`config.mk`:
```
export PLATFORM = sky130hd
export DESIGN_NAME = erx_top
export DESIGN_NICKNAME = d
export VERILOG_FILES = /design/src/hdl/erx_pkg.sv /design/src/hdl/erx_cfg.sv /design/src/hdl/erx_protocol.sv /design/src/hdl/erx_remap.sv /design/src/hdl/erx_top.sv
export SDC_FILE = /design/constraint.sdc
export NUM_CORES = 1
export LEC_CHECK = 0
export BUFFER_PORTS_ARGS = -buffer_cell sky130_fd_sc_hd__clkbuf_2
export CAP_MARGIN = 20
export CORE_ASPECT_RATIO = 1.4
export CORE_UTILIZATION = 47
export CTS_CLUSTER_SIZE = 40
export DETAILED_ROUTE_END_ITERATION = 12
export HOLD_SLACK_MARGIN = 0.03
export PLACE_DENSITY = 0.66
export SLEW_MARGIN = 30
export SYNTH_ARGS = -nofsm -noshare
export SYNTH_HDL_FRONTEND = slang
export SYNTH_SLANG_ARGS = --single-unit
```
`constraint.sdc`:
```
create_clock -name rx_lclk_div4 -period 9.7 [get_ports rx_lclk_div4]
set_clock_uncertainty 0.2 [all_clocks]
set_input_delay 0.485 -clock rx_lclk_div4 [delete_from_list [all_inputs] [get_ports rx_lclk_div4]]
set_output_delay 0.485 -clock rx_lclk_div4 [all_outputs]
set_load 0.005 [all_outputs]
```
`src/hdl/erx_pkg.sv`:
```
package erx_pkg;

   // ##############################
   // Transaction field types
   // ##############################
   typedef logic [31:0] addr_t;        // Destination and source address
   typedef logic [31:0] data_t;
   typedef logic [3:0]  ctrl_t;        // Control mode
   typedef logic [1:0]  dmode_t;       // Data mode
   typedef logic [11:0] chip_id_t;     // Compared against dstaddr[31:20]

   // Parallel link side, one byte per lane, lane 7 first in time
   typedef logic [7:0]  lane_frame_t;
   typedef logic [63:0] lane_data_t;
   typedef logic [2:0]  align_t;       // Lane index of the frame edge

   // ##############################
   // Output packet layout
   // ##############################
   localparam int PACKET_W = 104;
   typedef logic [PACKET_W-1:0] packet_t;

   localparam int PKT_WRITE_BIT = 0;
   localparam int PKT_DMODE_LSB = 1;   // Bits 2:1
   localparam int PKT_CTRL_LSB  = 3;   // Bits 6:3
   localparam int PKT_RSVD_BIT  = 7;   // Always zero
   localparam int PKT_DST_LSB   = 8;
   localparam int PKT_DATA_LSB  = 40;
   localparam int PKT_SRC_LSB   = 72;

   // Address step between stream beats
   localparam addr_t STREAM_STEP = 32'd8;

   // Configuration register addresses
   localparam logic [1:0] CFG_CHIP_ID       = 2'd0;
   localparam logic [1:0] CFG_REMAP_MASK    = 2'd1;
   localparam logic [1:0] CFG_REMAP_PATTERN = 2'd2;

endpackage

```
`src/hdl/erx_cfg.sv`:
```
`timescale 1ns/1ps

module erx_cfg import erx_pkg::*;
(
   input  logic       rx_lclk_div4,
   input  logic       reset,
   input  logic       rx_enable,
   input  logic       cfg_write,
   input  logic [1:0] cfg_addr,
   input  chip_id_t   cfg_data,
   output logic       rx_enable_sync,
   output chip_id_t   chip_id,
   output chip_id_t   remap_mask,
   output chip_id_t   remap_pattern
);

   logic enable_meta;   // First synchronizer flop

   // Enable pin comes from another clock domain
   always_ff @(posedge rx_lclk_div4 or posedge reset)
   begin
      if (reset)
      begin
         enable_meta    <= 1'b0;
         rx_enable_sync <= 1'b0;
      end
      else
      begin
         enable_meta    <= rx_enable;
         rx_enable_sync <= enable_meta;
      end
   end

   // ##############################
   // Remap control registers
   // ##############################
   always_ff @(posedge rx_lclk_div4 or posedge reset)
   begin
      if (reset)
      begin
         chip_id       <= '0;
         remap_mask    <= '0;
         remap_pattern <= '0;
      end
      else if (cfg_write)
      begin
         case (cfg_addr)
            CFG_CHIP_ID:       chip_id       <= cfg_data;
            CFG_REMAP_MASK:    remap_mask    <= cfg_data;
            CFG_REMAP_PATTERN: remap_pattern <= cfg_data;
            default: ;   // Address 3 not mapped
         endcase
      end
   end

   a_cfg_addr_known: assert property (@(posedge rx_lclk_div4) disable iff (reset)
      cfg_write |-> !$isunknown(cfg_addr));

endmodule

```
`src/hdl/erx_protocol.sv`:
```
`timescale 1ns/1ps

module erx_protocol import erx_pkg::*;
(
   input  logic        rx_lclk_div4,
   input  logic        reset,
   input  logic        rx_enable_sync,
   input  lane_frame_t rx_frame_par,
   input  lane_data_t  rx_data_par,
   output logic        dec_access,
   output logic        dec_write,
   output dmode_t      dec_datamode,
   output ctrl_t       dec_ctrlmode,
   output addr_t       dec_dstaddr,
   output data_t       dec_data,
   output addr_t       dec_srcaddr
);

   lane_frame_t  lane_edge;      // Rising edge per lane
   logic         edge_found;
   align_t       edge_lane;
   logic         frame_prev;     // Lane 0 frame bit of the previous group

   logic         active_in;
   align_t       align_in;
   lane_data_t   data_in;

   // Stage 0
   logic         active_0;
   align_t       align_0;
   logic         stream_0;
   ctrl_t        ctrlmode_0;
   addr_t        dstaddr_0;
   dmode_t       datamode_0;
   logic         write_0;
   logic         access_0;
   logic [31:16] data_0;

   // Stage 1
   logic         active_1;
   align_t       align_1;
   logic         stream_1;
   ctrl_t        ctrlmode_1;
   addr_t        dstaddr_1;
   dmode_t       datamode_1;
   logic         write_1;
   logic         access_1;
   data_t        data_1;
   addr_t        srcaddr_1;

   logic         access_reg;
   logic         stream_reg;

   // ##############################
   // Frame edge detection
   // ##############################
   assign lane_edge = rx_frame_par & ~{frame_prev, rx_frame_par[7:1]};

   // Ascending scan so the highest lane wins
   always_comb
   begin
      edge_found = 1'b0;
      edge_lane  = '0;
      for (int i = 0; i < 8; i++)
      begin
         if (lane_edge[i])
         begin
            edge_found = 1'b1;
            edge_lane  = align_t'(i);
         end
      end
   end

   always_ff @(posedge rx_lclk_div4 or posedge reset)
   begin
      if (reset)
      begin
         frame_prev <= 1'b0;
         active_in  <= 1'b0;
         align_in   <= '0;
      end
      else
      begin
         frame_prev <= rx_frame_par[0];
         active_in  <= edge_found;
         if (edge_found)
            align_in <= edge_lane;   // Held through stream beats
      end
   end

   always_ff @(posedge rx_lclk_div4)
      data_in <= rx_data_par;

   // ##############################
   // Stage 0, header group
   // ##############################
   always_ff @(posedge rx_lclk_div4 or posedge reset)
   begin
      if (reset)
      begin
         active_0 <= 1'b0;
         align_0  <= '0;
         stream_0 <= 1'b0;
      end
      else
      begin
         active_0 <= active_in;
         align_0  <= align_in;
         // Lane 1 of the group on the inputs carries byte 14
         stream_0 <= (align_in == 3'd7) & rx_frame_par[1] & (active_in | stream_0);
      end
   end

   always_ff @(posedge rx_lclk_div4)
   begin
      case (align_in)
         3'd7:
         begin
            ctrlmode_0 <= data_in[55:52];
            dstaddr_0  <= data_in[51:20];
            datamode_0 <= data_in[19:18];
            write_0    <= data_in[17];
            access_0   <= data_in[16];
            data_0     <= data_in[15:0];
         end
         3'd6:
         begin
            ctrlmode_0    <= data_in[47:44];
            dstaddr_0     <= data_in[43:12];
            datamode_0    <= data_in[11:10];
            write_0       <= data_in[9];
            access_0      <= data_in[8];
            data_0[31:24] <= data_in[7:0];
         end
         3'd5:
         begin
            ctrlmode_0 <= data_in[39:36];
            dstaddr_0  <= data_in[35:4];
            datamode_0 <= data_in[3:2];
            write_0    <= data_in[1];
            access_0   <= data_in[0];
         end
         3'd4:
         begin
            ctrlmode_0      <= data_in[31:28];
            dstaddr_0[31:4] <= data_in[27:0];
         end
         3'd3:
         begin
            ctrlmode_0       <= data_in[23:20];
            dstaddr_0[31:12] <= data_in[19:0];
         end
         3'd2:
         begin
            ctrlmode_0       <= data_in[15:12];
            dstaddr_0[31:20] <= data_in[11:0];
         end
         3'd1:
         begin
            ctrlmode_0       <= data_in[7:4];
            dstaddr_0[31:28] <= data_in[3:0];
         end
         default: ;   // Only the header byte here
      endcase
   end

   // ##############################
   // Stage 1, second group
   // ##############################
   always_ff @(posedge rx_lclk_div4 or posedge reset)
   begin
      if (reset)
      begin
         active_1 <= 1'b0;
         align_1  <= '0;
         stream_1 <= 1'b0;
      end
      else
      begin
         active_1 <= active_0;
         align_1  <= align_0;
         stream_1 <= stream_0;
      end
   end

   always_ff @(posedge rx_lclk_div4)
   begin
      ctrlmode_1    <= ctrlmode_0;
      dstaddr_1     <= dstaddr_0;
      datamode_1    <= datamode_0;
      write_1       <= write_0;
      access_1      <= access_0;
      data_1[31:16] <= data_0;
      case (align_0)
         3'd7:
         begin
            data_1[15:0] <= data_in[63:48];
            srcaddr_1    <= data_in[47:16];
         end
         3'd6:
         begin
            data_1[23:0] <= data_in[63:40];
            srcaddr_1    <= data_in[39:8];
         end
         3'd5:
         begin
            data_1    <= data_in[63:32];
            srcaddr_1 <= data_in[31:0];
         end
         3'd4:
         begin
            dstaddr_1[3:0]  <= data_in[63:60];
            datamode_1      <= data_in[59:58];
            write_1         <= data_in[57];
            access_1        <= data_in[56];
            data_1          <= data_in[55:24];
            srcaddr_1[31:8] <= data_in[23:0];
         end
         3'd3:
         begin
            dstaddr_1[11:0]  <= data_in[63:52];
            datamode_1       <= data_in[51:50];
            write_1          <= data_in[49];
            access_1         <= data_in[48];
            data_1           <= data_in[47:16];
            srcaddr_1[31:16] <= data_in[15:0];
         end
         3'd2:
         begin
            dstaddr_1[19:0]  <= data_in[63:44];
            datamode_1       <= data_in[43:42];
            write_1          <= data_in[41];
            access_1         <= data_in[40];
            data_1           <= data_in[39:8];
            srcaddr_1[31:24] <= data_in[7:0];
         end
         3'd1:
         begin
            dstaddr_1[27:0] <= data_in[63:36];
            datamode_1      <= data_in[35:34];
            write_1         <= data_in[33];
            access_1        <= data_in[32];
            data_1          <= data_in[31:0];
         end
         default:
         begin
            ctrlmode_1   <= data_in[63:60];   // Header in lane 0
            dstaddr_1    <= data_in[59:28];
            datamode_1   <= data_in[27:26];
            write_1      <= data_in[25];
            access_1     <= data_in[24];
            data_1[31:8] <= data_in[23:0];
         end
      endcase
   end

   // ##############################
   // Final register and stream beats
   // ##############################
   always_ff @(posedge rx_lclk_div4 or posedge reset)
   begin
      if (reset)
      begin
         access_reg <= 1'b0;
         stream_reg <= 1'b0;
      end
      else
      begin
         if (!stream_reg)
            access_reg <= access_1 & active_1;   // Stays high across beats
         stream_reg <= stream_1;
      end
   end

   always_ff @(posedge rx_lclk_div4)
   begin
      if (stream_reg)
         dec_dstaddr <= dec_dstaddr + STREAM_STEP;
      else
      begin
         dec_ctrlmode <= ctrlmode_1;
         dec_dstaddr  <= dstaddr_1;
         dec_datamode <= datamode_1;
         dec_write    <= write_1;
      end
      dec_data    <= data_1;
      dec_srcaddr <= srcaddr_1;
      case (align_1)
         3'd4: dec_srcaddr[7:0]  <= data_in[63:56];
         3'd3: dec_srcaddr[15:0] <= data_in[63:48];
         3'd2: dec_srcaddr[23:0] <= data_in[63:40];
         3'd1: dec_srcaddr       <= data_in[63:32];
         3'd0:
         begin
            dec_data[7:0] <= data_in[63:56];
            dec_srcaddr   <= data_in[55:24];
         end
         default: ;   // Lanes 7 to 5 complete in stage 1
      endcase
   end

   assign dec_access = access_reg & rx_enable_sync;

   a_frame_known: assert property (@(posedge rx_lclk_div4) disable iff (reset)
      !$isunknown(rx_frame_par));

endmodule

```
`src/hdl/erx_remap.sv`:
```
`timescale 1ns/1ps

module erx_remap import erx_pkg::*;
(
   input  logic     rx_lclk_div4,
   input  logic     reset,
   input  logic     dec_access,
   input  logic     dec_write,
   input  dmode_t   dec_datamode,
   input  ctrl_t    dec_ctrlmode,
   input  addr_t    dec_dstaddr,
   input  data_t    dec_data,
   input  addr_t    dec_srcaddr,
   input  chip_id_t chip_id,
   input  chip_id_t remap_mask,
   input  chip_id_t remap_pattern,
   output logic     erx_access,
   output packet_t  erx_packet,
   output logic     remap_bypass
);

   chip_id_t dst_hi;
   chip_id_t dst_hi_remap;
   logic     bypass;
   addr_t    dst_out;
   packet_t  packet;

   assign dst_hi = dec_dstaddr[31:20];

   // Writes to our own chip ID are not remapped
   assign bypass       = dec_write & (dst_hi == chip_id);
   assign dst_hi_remap = (remap_pattern & remap_mask) | (dst_hi & ~remap_mask);
   assign dst_out      = bypass ? dec_dstaddr : {dst_hi_remap, dec_dstaddr[19:0]};

   // ##############################
   // Packet packing
   // ##############################
   always_comb
   begin
      packet                                    = '0;
      packet[PKT_WRITE_BIT]                     = dec_write;
      packet[PKT_DMODE_LSB +: $bits(dmode_t)]   = dec_datamode;
      packet[PKT_CTRL_LSB +: $bits(ctrl_t)]     = dec_ctrlmode;
      packet[PKT_RSVD_BIT]                      = 1'b0;
      packet[PKT_DST_LSB +: $bits(addr_t)]      = dst_out;
      packet[PKT_DATA_LSB +: $bits(data_t)]     = dec_data;
      packet[PKT_SRC_LSB +: $bits(addr_t)]      = dec_srcaddr;
   end

   always_ff @(posedge rx_lclk_div4 or posedge reset)
   begin
      if (reset)
      begin
         erx_access   <= 1'b0;
         remap_bypass <= 1'b0;
      end
      else
      begin
         erx_access   <= dec_access;
         remap_bypass <= dec_access & bypass;
      end
   end

   always_ff @(posedge rx_lclk_div4)
   begin
      if (dec_access)
         erx_packet <= packet;   // Held between transactions
   end

   // Bypass decision needs known write flag and address
   a_bypass_inputs_known: assert property (@(posedge rx_lclk_div4) disable iff (reset)
      dec_access |-> !$isunknown({dec_write, dec_dstaddr}));

endmodule

```
`src/hdl/erx_top.sv`:
```
`timescale 1ns/1ps

module erx_top import erx_pkg::*;
(
   input  logic        rx_lclk_div4,
   input  logic        reset,
   input  logic        rx_enable,
   input  lane_frame_t rx_frame_par,
   input  lane_data_t  rx_data_par,
   input  logic        cfg_write,
   input  logic [1:0]  cfg_addr,
   input  chip_id_t    cfg_data,
   output logic        erx_access,
   output packet_t     erx_packet,
   output logic        remap_bypass
);

   logic     rx_enable_sync;
   chip_id_t chip_id;
   chip_id_t remap_mask;
   chip_id_t remap_pattern;

   // Decoded transaction
   logic     dec_access;
   logic     dec_write;
   dmode_t   dec_datamode;
   ctrl_t    dec_ctrlmode;
   addr_t    dec_dstaddr;
   data_t    dec_data;
   addr_t    dec_srcaddr;

   erx_cfg i_erx_cfg (
      .rx_lclk_div4   (rx_lclk_div4),
      .reset          (reset),
      .rx_enable      (rx_enable),
      .cfg_write      (cfg_write),
      .cfg_addr       (cfg_addr),
      .cfg_data       (cfg_data),
      .rx_enable_sync (rx_enable_sync),
      .chip_id        (chip_id),
      .remap_mask     (remap_mask),
      .remap_pattern  (remap_pattern)
   );

   erx_protocol i_erx_protocol (
      .rx_lclk_div4   (rx_lclk_div4),
      .reset          (reset),
      .rx_enable_sync (rx_enable_sync),
      .rx_frame_par   (rx_frame_par),
      .rx_data_par    (rx_data_par),
      .dec_access     (dec_access),
      .dec_write      (dec_write),
      .dec_datamode   (dec_datamode),
      .dec_ctrlmode   (dec_ctrlmode),
      .dec_dstaddr    (dec_dstaddr),
      .dec_data       (dec_data),
      .dec_srcaddr    (dec_srcaddr)
   );

   erx_remap i_erx_remap (
      .rx_lclk_div4  (rx_lclk_div4),
      .reset         (reset),
      .dec_access    (dec_access),
      .dec_write     (dec_write),
      .dec_datamode  (dec_datamode),
      .dec_ctrlmode  (dec_ctrlmode),
      .dec_dstaddr   (dec_dstaddr),
      .dec_data      (dec_data),
      .dec_srcaddr   (dec_srcaddr),
      .chip_id       (chip_id),
      .remap_mask    (remap_mask),
      .remap_pattern (remap_pattern),
      .erx_access    (erx_access),
      .erx_packet    (erx_packet),
      .remap_bypass  (remap_bypass)
   );

endmodule

```
==> results.cfg <==
[logic_synthesis]
async_flop_share_pct = 11.70
synthTopCellsByArea = edfxtp_1 (30%), dfxtp_1 (21%), dfrtp_1 (6.7%)
netlist_instances = 1859
post-synth-top-area-fraction_pct = 29.67
avgSynthCellArea_sq_um = 11.38
yosysSeqAreaShare_pct = 57.34
syn_area_sq_mm = 0.02115
synth_edf_count = 209
syn_nets = 1954
ys_ff_latch = 487
synth.distinct_cells = 70
ys_top_cells_by_count = dfxtp_1 (221), edfxtp_1 (209), clkbuf_1 (152)
yosysWarnings = 0
yosysMostFrequentCell = dfxtp_1
synth_flop_cell = dfxtp_1
synth_top_area_cell = edfxtp_1

[clocking]
numClockSinks = 487
post_cts_buffers = 0
cts_buffer_depth = 3
cts_buffers = 45
htreeDepth = 2
cts_tree = yes
clk_latency_ps = 580
cts-root-buf = clkbuf_16
cts.reportedPaths.clkPinSlew_ps = 70

[die]
row_count = 91
fp.dieW_um = 181.3
core_area_sq_mm = 0.04418
pin_count = 196
die_area_sq_mm = 0.04587
start_util_pct = 47.88
die_y_um = 253

[timing]
finalCriticalPeriod_ps = 4026
tns_ps = 0
clock.fmax_mhz = 248.4
worst_pin_slew_ps = 1130
slew_headroom_pct = 24.56
setup_viol = 0
hold_viol = 0
rsz0062_at_grt = false
period_share_pct = 41.51
drv_slew = 0

[power]
p_int_uw = 4165
pwr-share-clk_pct = 32.1
swShare_pct = 29.01
combPwrFrac_pct = 18.1
power_frac_seq_pct = 49.9
leakagePower_uw = 0.009749
p_per_area_mw_per_mm2 = 237.0
switchingPower_uw = 1702
ir_drop_uv = 160.1

[layout]
area_growth_syn_to_layout_pct = 17.06
fin_nets = 2110
top_regs = i_erx_remap.erx_packet x103, i_erx_protocol.data_in x64
largest_register_ffs = 103
final_core_util_pct = 56.04
top_register = i_erx_remap.erx_packet
fill_cells = 3697
layout-drive-gt1-share_pct = 22.81

[placement]
io_buffers = 194
dp_hpwl_um = 44570
gp_congestion = 1.019

[drt]
dr.pass1.iters = 8
drc = 0
postRouteAntennaNets = 0
drtIter0Drc = 2234
vias = 16570
vias_per_cell = 6.346
wire_per_inst_um = 26.66
routed_wl_um = 69620

[critical_path]
r2r_setup_slack_ps = 5670
crit_fanout = 45
critical_path_class = flip-flop to flip-flop
cp.required_ps = 9950
cp.arrival_ps = 4280
worstSetupEndpointType = flip-flop
start_kind = flip-flop

[global_route]
grt_max_degree = 76
grt_pass1_vias = 15990
track_usage_pct = 29.98
antenna_found_initial = 0
grt_pass1_wl_um = 101600
grt_overflow_total = 0

[status]
status = complete, no violations

[min_path]
hp-class = input pin to flip-flop

[job]
max_cap_violations = 0
==> power by group through the flow <==
stage          clock network [uW]  logic (uW)  registers [uW]
2_1_floorplan                   0         739            2780
3_3_place_gp                    0         986            2950
3_5_place_dp                    0        1010            2950
4_1_cts                      1910        1040            2910
5_1_grt                      1980        1150            2950
6_report                     1880        1060            2930
==> cell type report <==
cell class / count / area [sq um] / area share (%)
flip-flops and latches: 487 / 12140 / 49.02
multi-input cells: 1139 / 8164 / 32.98
repair buffers: 305 / 2021 / 8.162
clock buffers: 59 / 1335 / 5.392
well taps: 558 / 698.2 / 2.820
clock inverters: 25 / 261.5 / 1.056
inverters: 37 / 138.9 / 0.5610
diodes: 1 / 2.502 / 0.01011
==> cell families (layout without fill, tap and decap cells) <==
| kind of cell | count (synthesis) | in the layout | share of synthesized area (%) |
|---|---|---|---|
| multiplexers | 197 | 197 | 11.19 |
| other | 1 | 2 | 0.01773 |
| AO/OA/AOI/OAI | 498 | 498 | 16.47 |
| buffers and inverters | 233 | 426 | 4.313 |
| flip-flops | 487 | 487 | 57.34 |
| XOR/XNOR | 23 | 23 | 0.9524 |
| AND/OR/NAND/NOR | 415 | 415 | 9.430 |
| adder cells (fa/ha/maj) | 5 | 5 | 0.2958 |
==> cell usage in the layout (no fill, tap or decap), types with 34 or more instances in the layout <==
cell type      netlist  routed
dfxtp_1            221     220
mux2i_1             62      62
dlygate4sd3_1        0      82
edfxtp_1           209     209
nor2b_1             43      43
o21ai_0             60      60
clkbuf_16            0      50
a31oi_1             39      39
dfrtp_1             57      50
nor2_1             122     122
inv_1               35      34
nand2_1            132     132
o22ai_1             44      44
mux2_2             115     115
a22oi_1             69      69
a21oi_1             92      92
clkbuf_2             0     194
==> per-stage QoR <==
stage | worst slack [ps] | area [sq um] | hold WS [ps] | power, uW | cells
finish | 5674 | 24760 | 71.44 | 5867 | 2611
global route | 5477 | 24760 | 95.74 | 6081 | 2610
CTS | 5714 | 24740 | 49.47 | 5864 | 2609
detailed placement | 5739 | 22330 | 113.2 | 3967 | 2443
global placement | 5894 | 22300 | 115.4 | 3932 | 2442
floorplan | 6296 | 21150 | 109.6 | 3523 | 1859
==> path summary, 6_finish.rpt <==
path	from	end	depth (start not counted)
max	i_erx_protocol.align_0[2]	i_erx_protocol.ctrlmode_1[0]	5
min	rx_frame_par[5]	i_erx_protocol.align_in[2]	4
max reg2reg	i_erx_protocol.align_0[2]	i_erx_protocol.ctrlmode_1[0]	5
min reg2reg	i_erx_protocol.data_1[17]	i_erx_protocol.dec_data[17]	0
max in group asynchronous	reset	i_erx_protocol.align_0[0]	4
min in group asynchronous	reset	i_erx_protocol.active_0	4
==> metal layers <==
metal / track usage [%] / vias up / share of wire, %
li1: - / 7273 / -
met1: 36.67 / 7858 / 37
met2: 47.20 / 1125 / 46
met3: 6.371 / 313 / 9.8
met4: 21.38 / 0 / 7.3
met5: 0 / - / 0
==> worst max-delay path, stage by stage, from the launching register on <==
cell and delay (ps):
dfrtp_2 920, buf_4 540, ha_1 530, or2_2 490
or3_1 770, mux2_2 420
==> repair_timing <==
item | 4_1_cts | 5_1_grt
gates resized for setup | 0 | 0
hold buffers | 82 | 0
hold endpoints to repair | 162 | 0
Power figures use the tool's default switching activity.
